===== config.mk =====
export PLATFORM = sky130hd
export DESIGN_NAME = rv_backend_top
export DESIGN_NICKNAME = d
export VERILOG_FILES = /design/src/rv_core_pkg.sv /design/src/register_file.sv /design/src/decode_stage.sv /design/src/execute_stage.sv /design/src/load_store_unit.sv /design/src/rv_backend_top.sv
export SDC_FILE = /design/constraint.sdc
export NUM_CORES = 2
export LEC_CHECK = 0
export ABC_AREA = 0
export BUFFER_PORTS_ARGS = -buffer_cell sky130_fd_sc_hd__buf_2
export CAP_MARGIN = 20
export CORE_MARGIN = 10
export CORE_UTILIZATION = 60
export DETAILED_ROUTE_END_ITERATION = 8
export PLACE_DENSITY_LB_ADDON = 0.15
export SLEW_MARGIN = 15
export SYNTH_ARGS = -nofsm -noshare
export SYNTH_HDL_FRONTEND = slang
export SYNTH_HIERARCHICAL = 1
export SYNTH_SLANG_ARGS = --single-unit

===== constraint.sdc =====
create_clock -name clock -period 10.5 [get_ports clock]
set_input_delay 0.525 -clock clock [delete_from_list [all_inputs] [get_ports clock]]
set_output_delay 0.525 -clock clock [all_outputs]
set_load 0.01 [all_outputs]

===== src/rv_core_pkg.sv =====
package rv_core_pkg;

	typedef logic [31:0] word_t;
	typedef logic [3:0] reg_index_t;

	// Major opcodes of the RV32 base encoding that this core decodes.
	typedef enum logic [6:0] {
		op_lui      = 7'b0110111,
		op_auipc    = 7'b0010111,
		op_jal      = 7'b1101111,
		op_jalr     = 7'b1100111,
		op_branch   = 7'b1100011,
		op_load     = 7'b0000011,
		op_store    = 7'b0100011,
		op_imm      = 7'b0010011,
		op_reg      = 7'b0110011,
		op_misc_mem = 7'b0001111,
		op_system   = 7'b1110011
	} opcode_e;

	typedef enum logic [2:0] {
		fmt_none,
		fmt_r,
		fmt_i,
		fmt_s,
		fmt_b,
		fmt_u,
		fmt_j
	} inst_format_e;

	typedef enum logic [3:0] {
		kind_lui,
		kind_auipc,
		kind_jal,
		kind_jalr,
		kind_beq,
		kind_lw,
		kind_sw,
		kind_addi,
		kind_add,
		kind_system,
		kind_fence_i,
		kind_illegal
	} inst_kind_e;

	typedef enum logic [1:0] {
		sys_none,
		sys_ecall,
		sys_mret
	} sys_event_e;

	typedef struct packed {
		inst_kind_e kind;
		word_t      pc;
		reg_index_t rd;
		logic       reg_wen;
		word_t      imm;
		word_t      src1;
		word_t      src2;
		logic [2:0] funct3;
		logic [6:0] funct7;
		sys_event_e sys;
	} decoded_inst_t;

	typedef struct packed {
		logic       is_store;
		word_t      addr;
		word_t      wdata;
		reg_index_t rd;
	} mem_request_t;

	typedef struct packed {
		logic       wen;
		reg_index_t rd;
		word_t      data;
	} writeback_t;

endpackage


===== src/register_file.sv =====
`timescale 1ns/1ps

module register_file (
	input  logic                    clock,
	input  logic                    reset,
	input  rv_core_pkg::reg_index_t rs1,
	input  rv_core_pkg::reg_index_t rs2,
	output rv_core_pkg::word_t      src1,
	output rv_core_pkg::word_t      src2,
	input  rv_core_pkg::writeback_t wb_a,
	input  rv_core_pkg::writeback_t wb_b
);

	rv_core_pkg::word_t regs [16];

	// Port b is checked first so that it wins, matching the write order below.
	function automatic rv_core_pkg::word_t read_port(input rv_core_pkg::reg_index_t idx);
		if (idx == '0) return '0;
		if (wb_b.wen && wb_b.rd == idx) return wb_b.data;
		if (wb_a.wen && wb_a.rd == idx) return wb_a.data;
		return regs[idx];
	endfunction

	always_comb begin
		src1 = read_port(rs1);
		src2 = read_port(rs2);
	end

	always_ff @(posedge clock) begin
		if (reset) begin
			for (int i = 0; i < 16; i++) begin
				regs[i] <= '0;
			end
		end else begin
			if (wb_a.wen && wb_a.rd != '0) begin
				regs[wb_a.rd] <= wb_a.data;
			end
			if (wb_b.wen && wb_b.rd != '0) begin
				regs[wb_b.rd] <= wb_b.data;
			end
		end
	end

endmodule


===== src/decode_stage.sv =====
`timescale 1ns/1ps

module decode_stage (
	input  logic                       clock,
	input  logic                       reset,
	input  logic                       inst_valid,
	input  rv_core_pkg::word_t         inst,
	input  rv_core_pkg::word_t         pc,
	output logic                       inst_ready,
	output rv_core_pkg::reg_index_t    rs1,
	output rv_core_pkg::reg_index_t    rs2,
	input  rv_core_pkg::word_t         src1,
	input  rv_core_pkg::word_t         src2,
	input  rv_core_pkg::reg_index_t    exu_busy_rd,
	input  logic                       exu_busy_wen,
	input  logic                       exu_ready,
	input  rv_core_pkg::reg_index_t    lsu_busy_rd,
	input  logic                       lsu_busy_wen,
	input  logic                       lsu_ready,
	input  logic                       redirect_valid,
	output logic                       ex_valid,
	output rv_core_pkg::decoded_inst_t ex_inst,
	input  logic                       ex_ready
);

	rv_core_pkg::inst_kind_e   kind;
	rv_core_pkg::inst_format_e format;
	rv_core_pkg::sys_event_e   sys;
	rv_core_pkg::word_t        imm;
	rv_core_pkg::reg_index_t   held_rs1;
	rv_core_pkg::reg_index_t   held_rs2;
	logic                      held_need_rs2;
	logic                      need_rs2;
	logic                      reg_wen;
	logic                      accept;
	logic                      hazard;

	// A busy stage that will still write one of our sources blocks issue.
	function automatic logic conflict(input logic busy, input logic wen,
			input rv_core_pkg::reg_index_t rd);
		return busy & wen & (rd != '0) &
			((rd == held_rs1) | (held_need_rs2 & (rd == held_rs2)));
	endfunction

	always_comb begin
		kind = rv_core_pkg::kind_illegal;
		format = rv_core_pkg::fmt_none;
		sys = rv_core_pkg::sys_none;
		case (inst[6:0])
			rv_core_pkg::op_lui: begin
				kind = rv_core_pkg::kind_lui;
				format = rv_core_pkg::fmt_u;
			end
			rv_core_pkg::op_auipc: begin
				kind = rv_core_pkg::kind_auipc;
				format = rv_core_pkg::fmt_u;
			end
			rv_core_pkg::op_jal: begin
				kind = rv_core_pkg::kind_jal;
				format = rv_core_pkg::fmt_j;
			end
			rv_core_pkg::op_jalr: begin
				kind = rv_core_pkg::kind_jalr;
				format = rv_core_pkg::fmt_i;
			end
			rv_core_pkg::op_branch: if (inst[14:12] == 3'b000) begin
				kind = rv_core_pkg::kind_beq;
				format = rv_core_pkg::fmt_b;
			end
			rv_core_pkg::op_load: if (inst[14:12] == 3'b010) begin
				kind = rv_core_pkg::kind_lw;
				format = rv_core_pkg::fmt_i;
			end
			rv_core_pkg::op_store: if (inst[14:12] == 3'b010) begin
				kind = rv_core_pkg::kind_sw;
				format = rv_core_pkg::fmt_s;
			end
			rv_core_pkg::op_imm: if (inst[14:12] == 3'b000) begin
				kind = rv_core_pkg::kind_addi;
				format = rv_core_pkg::fmt_i;
			end
			rv_core_pkg::op_reg: if (inst[14:12] == 3'b000 && inst[31:25] == 7'b0) begin
				kind = rv_core_pkg::kind_add;
				format = rv_core_pkg::fmt_r;
			end
			rv_core_pkg::op_misc_mem: if (inst[14:12] == 3'b001) begin
				kind = rv_core_pkg::kind_fence_i;
			end
			rv_core_pkg::op_system: begin
				format = rv_core_pkg::fmt_i;
				// Only the exact ECALL and MRET words are supported.
				if (inst == 32'h0000_0073) begin
					kind = rv_core_pkg::kind_system;
					sys = rv_core_pkg::sys_ecall;
				end else if (inst == 32'h3020_0073) begin
					kind = rv_core_pkg::kind_system;
					sys = rv_core_pkg::sys_mret;
				end
			end
			default: begin
			end
		endcase
	end

	always_comb begin
		case (format)
			rv_core_pkg::fmt_i: imm = {{20{inst[31]}}, inst[31:20]};
			rv_core_pkg::fmt_s: imm = {{20{inst[31]}}, inst[31:25], inst[11:7]};
			rv_core_pkg::fmt_b: imm = {{20{inst[31]}}, inst[7], inst[30:25], inst[11:8], 1'b0};
			rv_core_pkg::fmt_u: imm = {inst[31:12], 12'b0};
			rv_core_pkg::fmt_j: imm = {{12{inst[31]}}, inst[19:12], inst[20], inst[30:21], 1'b0};
			default: imm = '0;
		endcase
	end

	assign reg_wen = (format == rv_core_pkg::fmt_r || format == rv_core_pkg::fmt_i ||
		format == rv_core_pkg::fmt_u || format == rv_core_pkg::fmt_j) &&
		kind != rv_core_pkg::kind_system && kind != rv_core_pkg::kind_illegal;
	assign need_rs2 = kind == rv_core_pkg::kind_beq || kind == rv_core_pkg::kind_sw ||
		kind == rv_core_pkg::kind_add;

	// While an instruction is held, the register file keeps reading its sources.
	assign rs1 = inst_ready ? inst[18:15] : held_rs1;
	assign rs2 = inst_ready ? inst[23:20] : held_rs2;

	assign accept = inst_valid & inst_ready & ~redirect_valid;
	assign hazard = conflict(~exu_ready, exu_busy_wen, exu_busy_rd) |
		conflict(~lsu_ready, lsu_busy_wen, lsu_busy_rd);
	assign ex_valid = ~inst_ready & ~hazard & ~redirect_valid;

	always_ff @(posedge clock) begin
		if (reset) begin
			inst_ready <= 1'b1;
		end else if (redirect_valid) begin
			inst_ready <= 1'b1;
		end else if (inst_ready) begin
			inst_ready <= ~inst_valid;
		end else begin
			inst_ready <= ex_valid & ex_ready;
		end
		if (accept) begin
			ex_inst <= '{kind: kind, pc: pc, rd: inst[10:7], reg_wen: reg_wen, imm: imm,
				src1: src1, src2: src2, funct3: inst[14:12], funct7: inst[31:25], sys: sys};
			held_rs1 <= inst[18:15];
			held_rs2 <= inst[23:20];
			held_need_rs2 <= need_rs2;
		end else if (!inst_ready && !ex_valid) begin
			ex_inst.src1 <= src1;
			ex_inst.src2 <= src2;
		end
	end

	assert property (@(posedge clock) disable iff (reset)
		(ex_valid && !ex_ready) |=> $stable(ex_inst));

endmodule


===== src/execute_stage.sv =====
`timescale 1ns/1ps

module execute_stage (
	input  logic                       clock,
	input  logic                       reset,
	input  logic                       ex_valid,
	input  rv_core_pkg::decoded_inst_t ex_inst,
	output logic                       ex_ready,
	output rv_core_pkg::reg_index_t    busy_rd,
	output logic                       busy_wen,
	output logic                       mem_valid,
	output rv_core_pkg::mem_request_t  mem_req,
	input  logic                       mem_ready,
	input  rv_core_pkg::reg_index_t    pending_load_rd,
	input  logic                       pending_load,
	output rv_core_pkg::writeback_t    exu_wb,
	output logic                       redirect_valid,
	output rv_core_pkg::word_t         redirect_pc,
	output rv_core_pkg::sys_event_e    sys_event
);

	rv_core_pkg::word_t result;
	rv_core_pkg::word_t target;
	rv_core_pkg::word_t sum_imm;
	rv_core_pkg::word_t pc_imm;
	rv_core_pkg::word_t link;
	logic               redirect_next;
	logic               is_mem;
	logic               load_stall;
	logic               take;

	assign is_mem = ex_inst.kind == rv_core_pkg::kind_lw || ex_inst.kind == rv_core_pkg::kind_sw;
	// A register write must not overtake an older load to the same rd.
	assign load_stall = pending_load & ex_inst.reg_wen & ~is_mem & (ex_inst.rd == pending_load_rd);
	assign ex_ready = ~mem_valid & ~load_stall;
	assign take = ex_valid & ex_ready;
	assign busy_rd = mem_req.rd;
	assign busy_wen = mem_valid & ~mem_req.is_store;

	assign sum_imm = ex_inst.src1 + ex_inst.imm;
	assign pc_imm = ex_inst.pc + ex_inst.imm;
	assign link = ex_inst.pc + 32'd4;

	always_comb begin
		result = link;
		target = pc_imm;
		redirect_next = 1'b0;
		case (ex_inst.kind)
			rv_core_pkg::kind_add: result = ex_inst.src1 + ex_inst.src2;
			rv_core_pkg::kind_addi: result = sum_imm;
			rv_core_pkg::kind_lui: result = ex_inst.imm;
			rv_core_pkg::kind_auipc: result = pc_imm;
			rv_core_pkg::kind_jal: redirect_next = 1'b1;
			rv_core_pkg::kind_jalr: begin
				redirect_next = 1'b1;
				target = {sum_imm[31:1], 1'b0};
			end
			rv_core_pkg::kind_beq: begin
				redirect_next = ex_inst.funct3 == 3'b000 && ex_inst.src1 == ex_inst.src2;
			end
			rv_core_pkg::kind_fence_i: begin
				redirect_next = 1'b1;
				target = link;
			end
			default: begin
			end
		endcase
	end

	always_ff @(posedge clock) begin
		if (reset) begin
			exu_wb.wen <= 1'b0;
			redirect_valid <= 1'b0;
			sys_event <= rv_core_pkg::sys_none;
			mem_valid <= 1'b0;
		end else begin
			exu_wb.wen <= take & ex_inst.reg_wen & ~is_mem;
			redirect_valid <= take & redirect_next;
			sys_event <= (take && ex_inst.kind == rv_core_pkg::kind_system) ?
				ex_inst.sys : rv_core_pkg::sys_none;
			if (take && is_mem) begin
				mem_valid <= 1'b1;
			end else if (mem_ready) begin
				mem_valid <= 1'b0;
			end
		end
		if (take) begin
			exu_wb.rd <= ex_inst.rd;
			exu_wb.data <= result;
			redirect_pc <= target;
		end
		if (take && is_mem) begin
			mem_req <= '{is_store: ex_inst.kind == rv_core_pkg::kind_sw, addr: sum_imm,
				wdata: ex_inst.src2, rd: ex_inst.rd};
		end
	end

	assert property (@(posedge clock) disable iff (reset)
		(take && ex_inst.kind == rv_core_pkg::kind_illegal) |=> !redirect_valid && !exu_wb.wen);

endmodule


===== src/load_store_unit.sv =====
`timescale 1ns/1ps

module load_store_unit #(
	parameter int MEM_WORDS   = 64,
	parameter int MEM_LATENCY = 2
) (
	input  logic                      clock,
	input  logic                      reset,
	input  logic                      mem_valid,
	input  rv_core_pkg::mem_request_t mem_req,
	output logic                      mem_ready,
	output rv_core_pkg::reg_index_t   busy_rd,
	output logic                      busy_wen,
	output rv_core_pkg::writeback_t   lsu_wb,
	output logic                      lsu_done
);

	localparam int ADDR_BITS  = $clog2(MEM_WORDS);
	localparam int COUNT_BITS = $clog2(MEM_LATENCY + 1);

	rv_core_pkg::word_t        mem [MEM_WORDS];
	rv_core_pkg::mem_request_t req;
	logic [COUNT_BITS-1:0]     count;
	logic [ADDR_BITS-1:0]      word_index;
	logic                      accept;

	assign accept = mem_valid & mem_ready;
	assign mem_ready = (count == '0);
	assign lsu_done = (count == COUNT_BITS'(1));
	assign busy_rd = req.rd;
	assign busy_wen = (count != '0) & ~req.is_store;

	// Byte address bits 1:0 are dropped; the word index wraps at the memory depth.
	assign word_index = ADDR_BITS'((req.addr >> 2) % MEM_WORDS);

	assign lsu_wb.wen = lsu_done & ~req.is_store;
	assign lsu_wb.rd = req.rd;
	assign lsu_wb.data = mem[word_index];

	always_ff @(posedge clock) begin
		if (reset) begin
			count <= '0;
		end else if (accept) begin
			count <= COUNT_BITS'(MEM_LATENCY);
		end else if (count != '0) begin
			count <= count - 1'b1;
		end
		if (accept) begin
			req <= mem_req;
		end
	end

	// Stores land in the completion cycle, together with their retire.
	always_ff @(posedge clock) begin
		if (reset) begin
			for (int i = 0; i < MEM_WORDS; i++) begin
				mem[i] <= '0;
			end
		end else if (lsu_done && req.is_store) begin
			mem[word_index] <= req.wdata;
		end
	end

	// One request in flight; it completes exactly MEM_LATENCY cycles later.
	assert property (@(posedge clock) disable iff (reset)
		accept |-> ##MEM_LATENCY (lsu_done && !accept));

endmodule


===== src/rv_backend_top.sv =====
`timescale 1ns/1ps

module rv_backend_top #(
	parameter int MEM_WORDS   = 64,
	parameter int MEM_LATENCY = 2
) (
	input  logic                    clock,
	input  logic                    reset,
	input  logic                    inst_valid,
	input  rv_core_pkg::word_t      inst,
	input  rv_core_pkg::word_t      pc,
	output logic                    inst_ready,
	output logic                    retire_valid,
	output rv_core_pkg::writeback_t retire,
	output logic                    redirect_valid,
	output rv_core_pkg::word_t      redirect_pc,
	output rv_core_pkg::sys_event_e sys_event
);

	rv_core_pkg::reg_index_t    rs1;
	rv_core_pkg::reg_index_t    rs2;
	rv_core_pkg::word_t         src1;
	rv_core_pkg::word_t         src2;
	rv_core_pkg::decoded_inst_t ex_inst;
	rv_core_pkg::mem_request_t  mem_req;
	rv_core_pkg::writeback_t    exu_wb;
	rv_core_pkg::writeback_t    exu_write;
	rv_core_pkg::writeback_t    lsu_wb;
	rv_core_pkg::writeback_t    held_wb;
	rv_core_pkg::reg_index_t    exu_busy_rd;
	rv_core_pkg::reg_index_t    lsu_busy_rd;
	logic                       exu_busy_wen;
	logic                       lsu_busy_wen;
	logic                       ex_valid;
	logic                       ex_ready;
	logic                       mem_valid;
	logic                       mem_ready;
	logic                       lsu_done;
	logic                       exu_done;
	logic                       held_valid;

	decode_stage i_decode (
		.clock, .reset, .inst_valid, .inst, .pc, .inst_ready, .rs1, .rs2, .src1, .src2,
		.exu_busy_rd, .exu_busy_wen, .exu_ready(ex_ready),
		.lsu_busy_rd, .lsu_busy_wen, .lsu_ready(mem_ready),
		.redirect_valid, .ex_valid, .ex_inst, .ex_ready
	);

	// The load result is the older instruction, so it wins a same-rd collision.
	assign exu_write = '{wen: exu_wb.wen & ~(lsu_wb.wen & (lsu_wb.rd == exu_wb.rd)),
		rd: exu_wb.rd, data: exu_wb.data};

	register_file i_regs (.clock, .reset, .rs1, .rs2, .src1, .src2, .wb_a(exu_write), .wb_b(lsu_wb));

	execute_stage i_execute (
		.clock, .reset, .ex_valid, .ex_inst, .ex_ready,
		.busy_rd(exu_busy_rd), .busy_wen(exu_busy_wen), .mem_valid, .mem_req, .mem_ready,
		.pending_load_rd(lsu_busy_rd), .pending_load(lsu_busy_wen),
		.exu_wb, .redirect_valid, .redirect_pc, .sys_event
	);

	load_store_unit #(.MEM_WORDS(MEM_WORDS), .MEM_LATENCY(MEM_LATENCY)) i_lsu (
		.clock, .reset, .mem_valid, .mem_req, .mem_ready,
		.busy_rd(lsu_busy_rd), .busy_wen(lsu_busy_wen), .lsu_wb, .lsu_done
	);

	// Execute completes a non-memory instruction one cycle after taking it.
	// An execute retire that meets a load/store retire waits one cycle in held_wb.
	always_ff @(posedge clock) begin
		if (reset) begin
			exu_done <= 1'b0;
			held_valid <= 1'b0;
		end else begin
			exu_done <= ex_valid & ex_ready & (ex_inst.kind != rv_core_pkg::kind_lw) &
				(ex_inst.kind != rv_core_pkg::kind_sw);
			held_valid <= exu_done & (lsu_done | held_valid);
		end
		if (exu_done) begin
			held_wb <= exu_wb;
		end
	end

	assign retire_valid = lsu_done | held_valid | exu_done;
	assign retire = lsu_done ? lsu_wb : (held_valid ? held_wb : exu_wb);

	assert property (@(posedge clock) disable iff (reset)
		(exu_wb.wen && lsu_wb.wen) |-> (exu_wb.rd != lsu_wb.rd));

endmodule


==> impl_results.md <==
* Status: finished clean
* Maximum clock insertion buffer count at 4
* Number of buffer cells added on primary ports at between 100 and 150
* Final Cycle Share at 0.6683
* Leakage power figure at 57.72 nW
* Sw power at between 6 and 7 mW
* GR Overflow Total at 0
* Fraction of layout cells with a size suffix above 1 at 0.2007
* P&R area growth vs syn at 9.462%
* Initial drt markers at 14,740
* Final WS setup at 3483 ps
* Clock-pin slew on the worst setup and hold paths at approximately 60 ps
* Worst clock skew at 108.4 ps
* Hpwl dp at 280,300 um
* Count of mapped cells out of synthesis at between 9,000 and 10,000
* Combinational share of power at 0.091
* Final hold violation count at 0
* Setup repair after global routing missed its margin: no
* Minimum setup slack after placement at 4617 ps
* Number of clock sinks at 2,918
* Register share of total power at 0.506
* Tot GR Track Use at 0.3645
* Peak VDD IR at roughly 0.16 mV
* Routed via count at 93,380
* Slack of the worst reg-to-reg path at 5110 ps
* Transition at the pin with the smallest max-transition slack at around 1300 ps
* Critical path required time at 9980 ps
* Die outline width at 511.4 um
* First-pass GRT wire length at 687,500 um
* Height of the die at slightly above 500 um
* Maximum number of pins on one net before global-route repair at approximately 110
* Hold/Removal Path Class: input port to register
* Timing-limited maximum frequency at 142.5 MHz
* Max-Cap Viols at 0
* Length of the first detailed-routing pass in iterations at 8
* Setup total negative slack at 0 ps
* Core area at around 240,000 sq um
* Cell area after technology mapping at 144,900 sq um
* Count of unresolved DRC violations after routing at 0
* Final number of max-transition violations at 0
* Via count of the first global-routing pass at 93,550
* Syn_area_per_cell at 14.61 sq um
* Critical setup path kind: register to output pin
* I/O pin total at 141
* Routed Wire Length at 484,300 um
* Root cell of the clock tree: sky130_fd_sc_hd__clkbuf_16
* Post-route standard cell area excluding fillers at 158,600 sq um
* Internal Power at 20.41 mW
* Cts hold-fix bufs at 57
* TritonCTS clock tree: built
* Arrival time of the worst setup path at 6490 ps
* Effective utilization at floorplan at 0.6028
* Number of fillers in the final layout at 16,620
* Total CTS buffers at 321
* Total die area at 261,500 sq um
* PostCTS Resize Cnt at 0
* Final GP Congestion at 0.9471
* Post-layout nets at between 9,000 and 10,000
* Startpoint type of the worst setup path: register
* Standard-cell row count at 180
* Antenna Nets Post-Route at 0
* Average wire per standard cell at 36.83 um
* Number of H-tree levels at 5
* Switching share of power at 0.2398
* Setup Fix Bufs, Post-CTS at 0
* Antenna violations before repair at 24
* Instance area after placement at 148,100 sq um
* Design Power at ~27 mW
* Power per cell area at 169.3 nW/um^2
* Worst setup EP type: output pin
* Number of warning messages in the yosys log at 6
* Fin crit period at around 7000 ps
* Via-to-Cell Ratio at 7.101
* Final number of setup-violating endpoints at 0
* Maximum fanout count along the critical path at 39
* Clock group share of total power at 0.402
* Clock insertion delay at the later pin of the skew report at roughly 1000 ps
* Worst relative slew slack at 0.1189
final timing paths:
kind | startpoint | to | cells after the start
worst max-delay path | register | retire[4] | 9
worst min-delay path | inst[0] | i_decode/ex_inst[148]$_DFFE_PP_ | 3
worst max register to register | i_lsu/count[0]$_SDFFE_PP0N_ | i_regs/regs[4][10]$_DFFE_PP_ | 8
worst min register to register | i_execute/mem_req[33]$_DFFE_PP_ | i_lsu/req[33]$_DFFE_PP_ | 0
state kept, by name, indices dropped and copies added (netlist names), 2 cells and up, named ones only:
register,count
i_decode/held_rs2,4
held_wb,37
i_lsu/busy_rd,4
i_execute/sys_event,2
i_execute/exu_wb,37
i_lsu/mem,2048
i_execute/mem_req,39
i_execute/redirect_pc,32
i_lsu/req,39
i_regs/regs,512
i_lsu/count,2
i_decode/held_rs1,4
i_decode/ex_inst,142
i_execute/busy_rd,4
power by group through the flow:
| stage | Combinational [mW] | Sequential [mW] | Clock, mW |
|---|---|---|---|
| after floorplan | 1.58 | 13.6 | 0 |
| after global placement | 2.32 | 13.8 | 0 |
| after detailed placement | 2.34 | 13.8 | 0 |
| after CTS | 2.37 | 13.6 | 10.9 |
| after global routing | 2.54 | 13.6 | 11.3 |
| final | 2.45 | 13.6 | 10.8 |
final cells by class:
type | count | area [sq um] | area share
flip-flops and latches | 2918 | 87480 | 0.5517
multi-input cells | 5904 | 53090 | 0.3348
clock buffers | 405 | 8483 | 0.05350
repair buffers | 532 | 3996 | 0.02520
well taps | 3185 | 3985 | 0.02513
clock inverters | 138 | 1280 | 0.008072
inverters | 60 | 225.2 | 0.001420
diodes | 7 | 17.52 | 0.0001105
through the flow:
stage	hold WS, ps	utilization	instances
finish	88.17	0.6598	13150
global route	70.95	0.6598	13150
CTS	35.69	0.6593	13140
detailed placement	404.5	0.6163	12540
global placement	401.5	0.6162	12540
floorplan	400.3	-	9945
layout by cell type (no fill, tap or decap), types with 75 or more instances in the layout:
master and count:
sky130_fd_sc_hd__a21oi_1 194, sky130_fd_sc_hd__a22o_1 488, sky130_fd_sc_hd__and2_1 2072, sky130_fd_sc_hd__buf_2 139, sky130_fd_sc_hd__buf_4 320, sky130_fd_sc_hd__clkbuf_1 75, sky130_fd_sc_hd__clkbuf_16 325, sky130_fd_sc_hd__edfxtp_1 2902
sky130_fd_sc_hd__ha_1 94, sky130_fd_sc_hd__mux2i_1 379, sky130_fd_sc_hd__mux4_2 772, sky130_fd_sc_hd__nand2_1 249, sky130_fd_sc_hd__nand3_1 107, sky130_fd_sc_hd__nor2_1 242, sky130_fd_sc_hd__nor2_2 94, sky130_fd_sc_hd__nor3_1 95
sky130_fd_sc_hd__o21ai_0 152, sky130_fd_sc_hd__xor2_1 84
worst max-delay path, cell delays in order, from the launching register on:
cell                      delay (ps)
sky130_fd_sc_hd__dfxtp_4        1000
sky130_fd_sc_hd__buf_4           730
sky130_fd_sc_hd__buf_4           550
sky130_fd_sc_hd__mux4_2          570
sky130_fd_sc_hd__mux4_2          560
sky130_fd_sc_hd__nand2_1         120
sky130_fd_sc_hd__nand3_1         790
sky130_fd_sc_hd__nand2_1         320
sky130_fd_sc_hd__o21ai_0         460
sky130_fd_sc_hd__buf_2           340
metal layers:
layer  share of wire  global-route usage
met5         0.00012                   0
met4           0.075              0.2207
met3            0.13              0.1009
met2            0.45              0.5524
met1            0.34              0.4716
(Power assumes the default switching activity.)
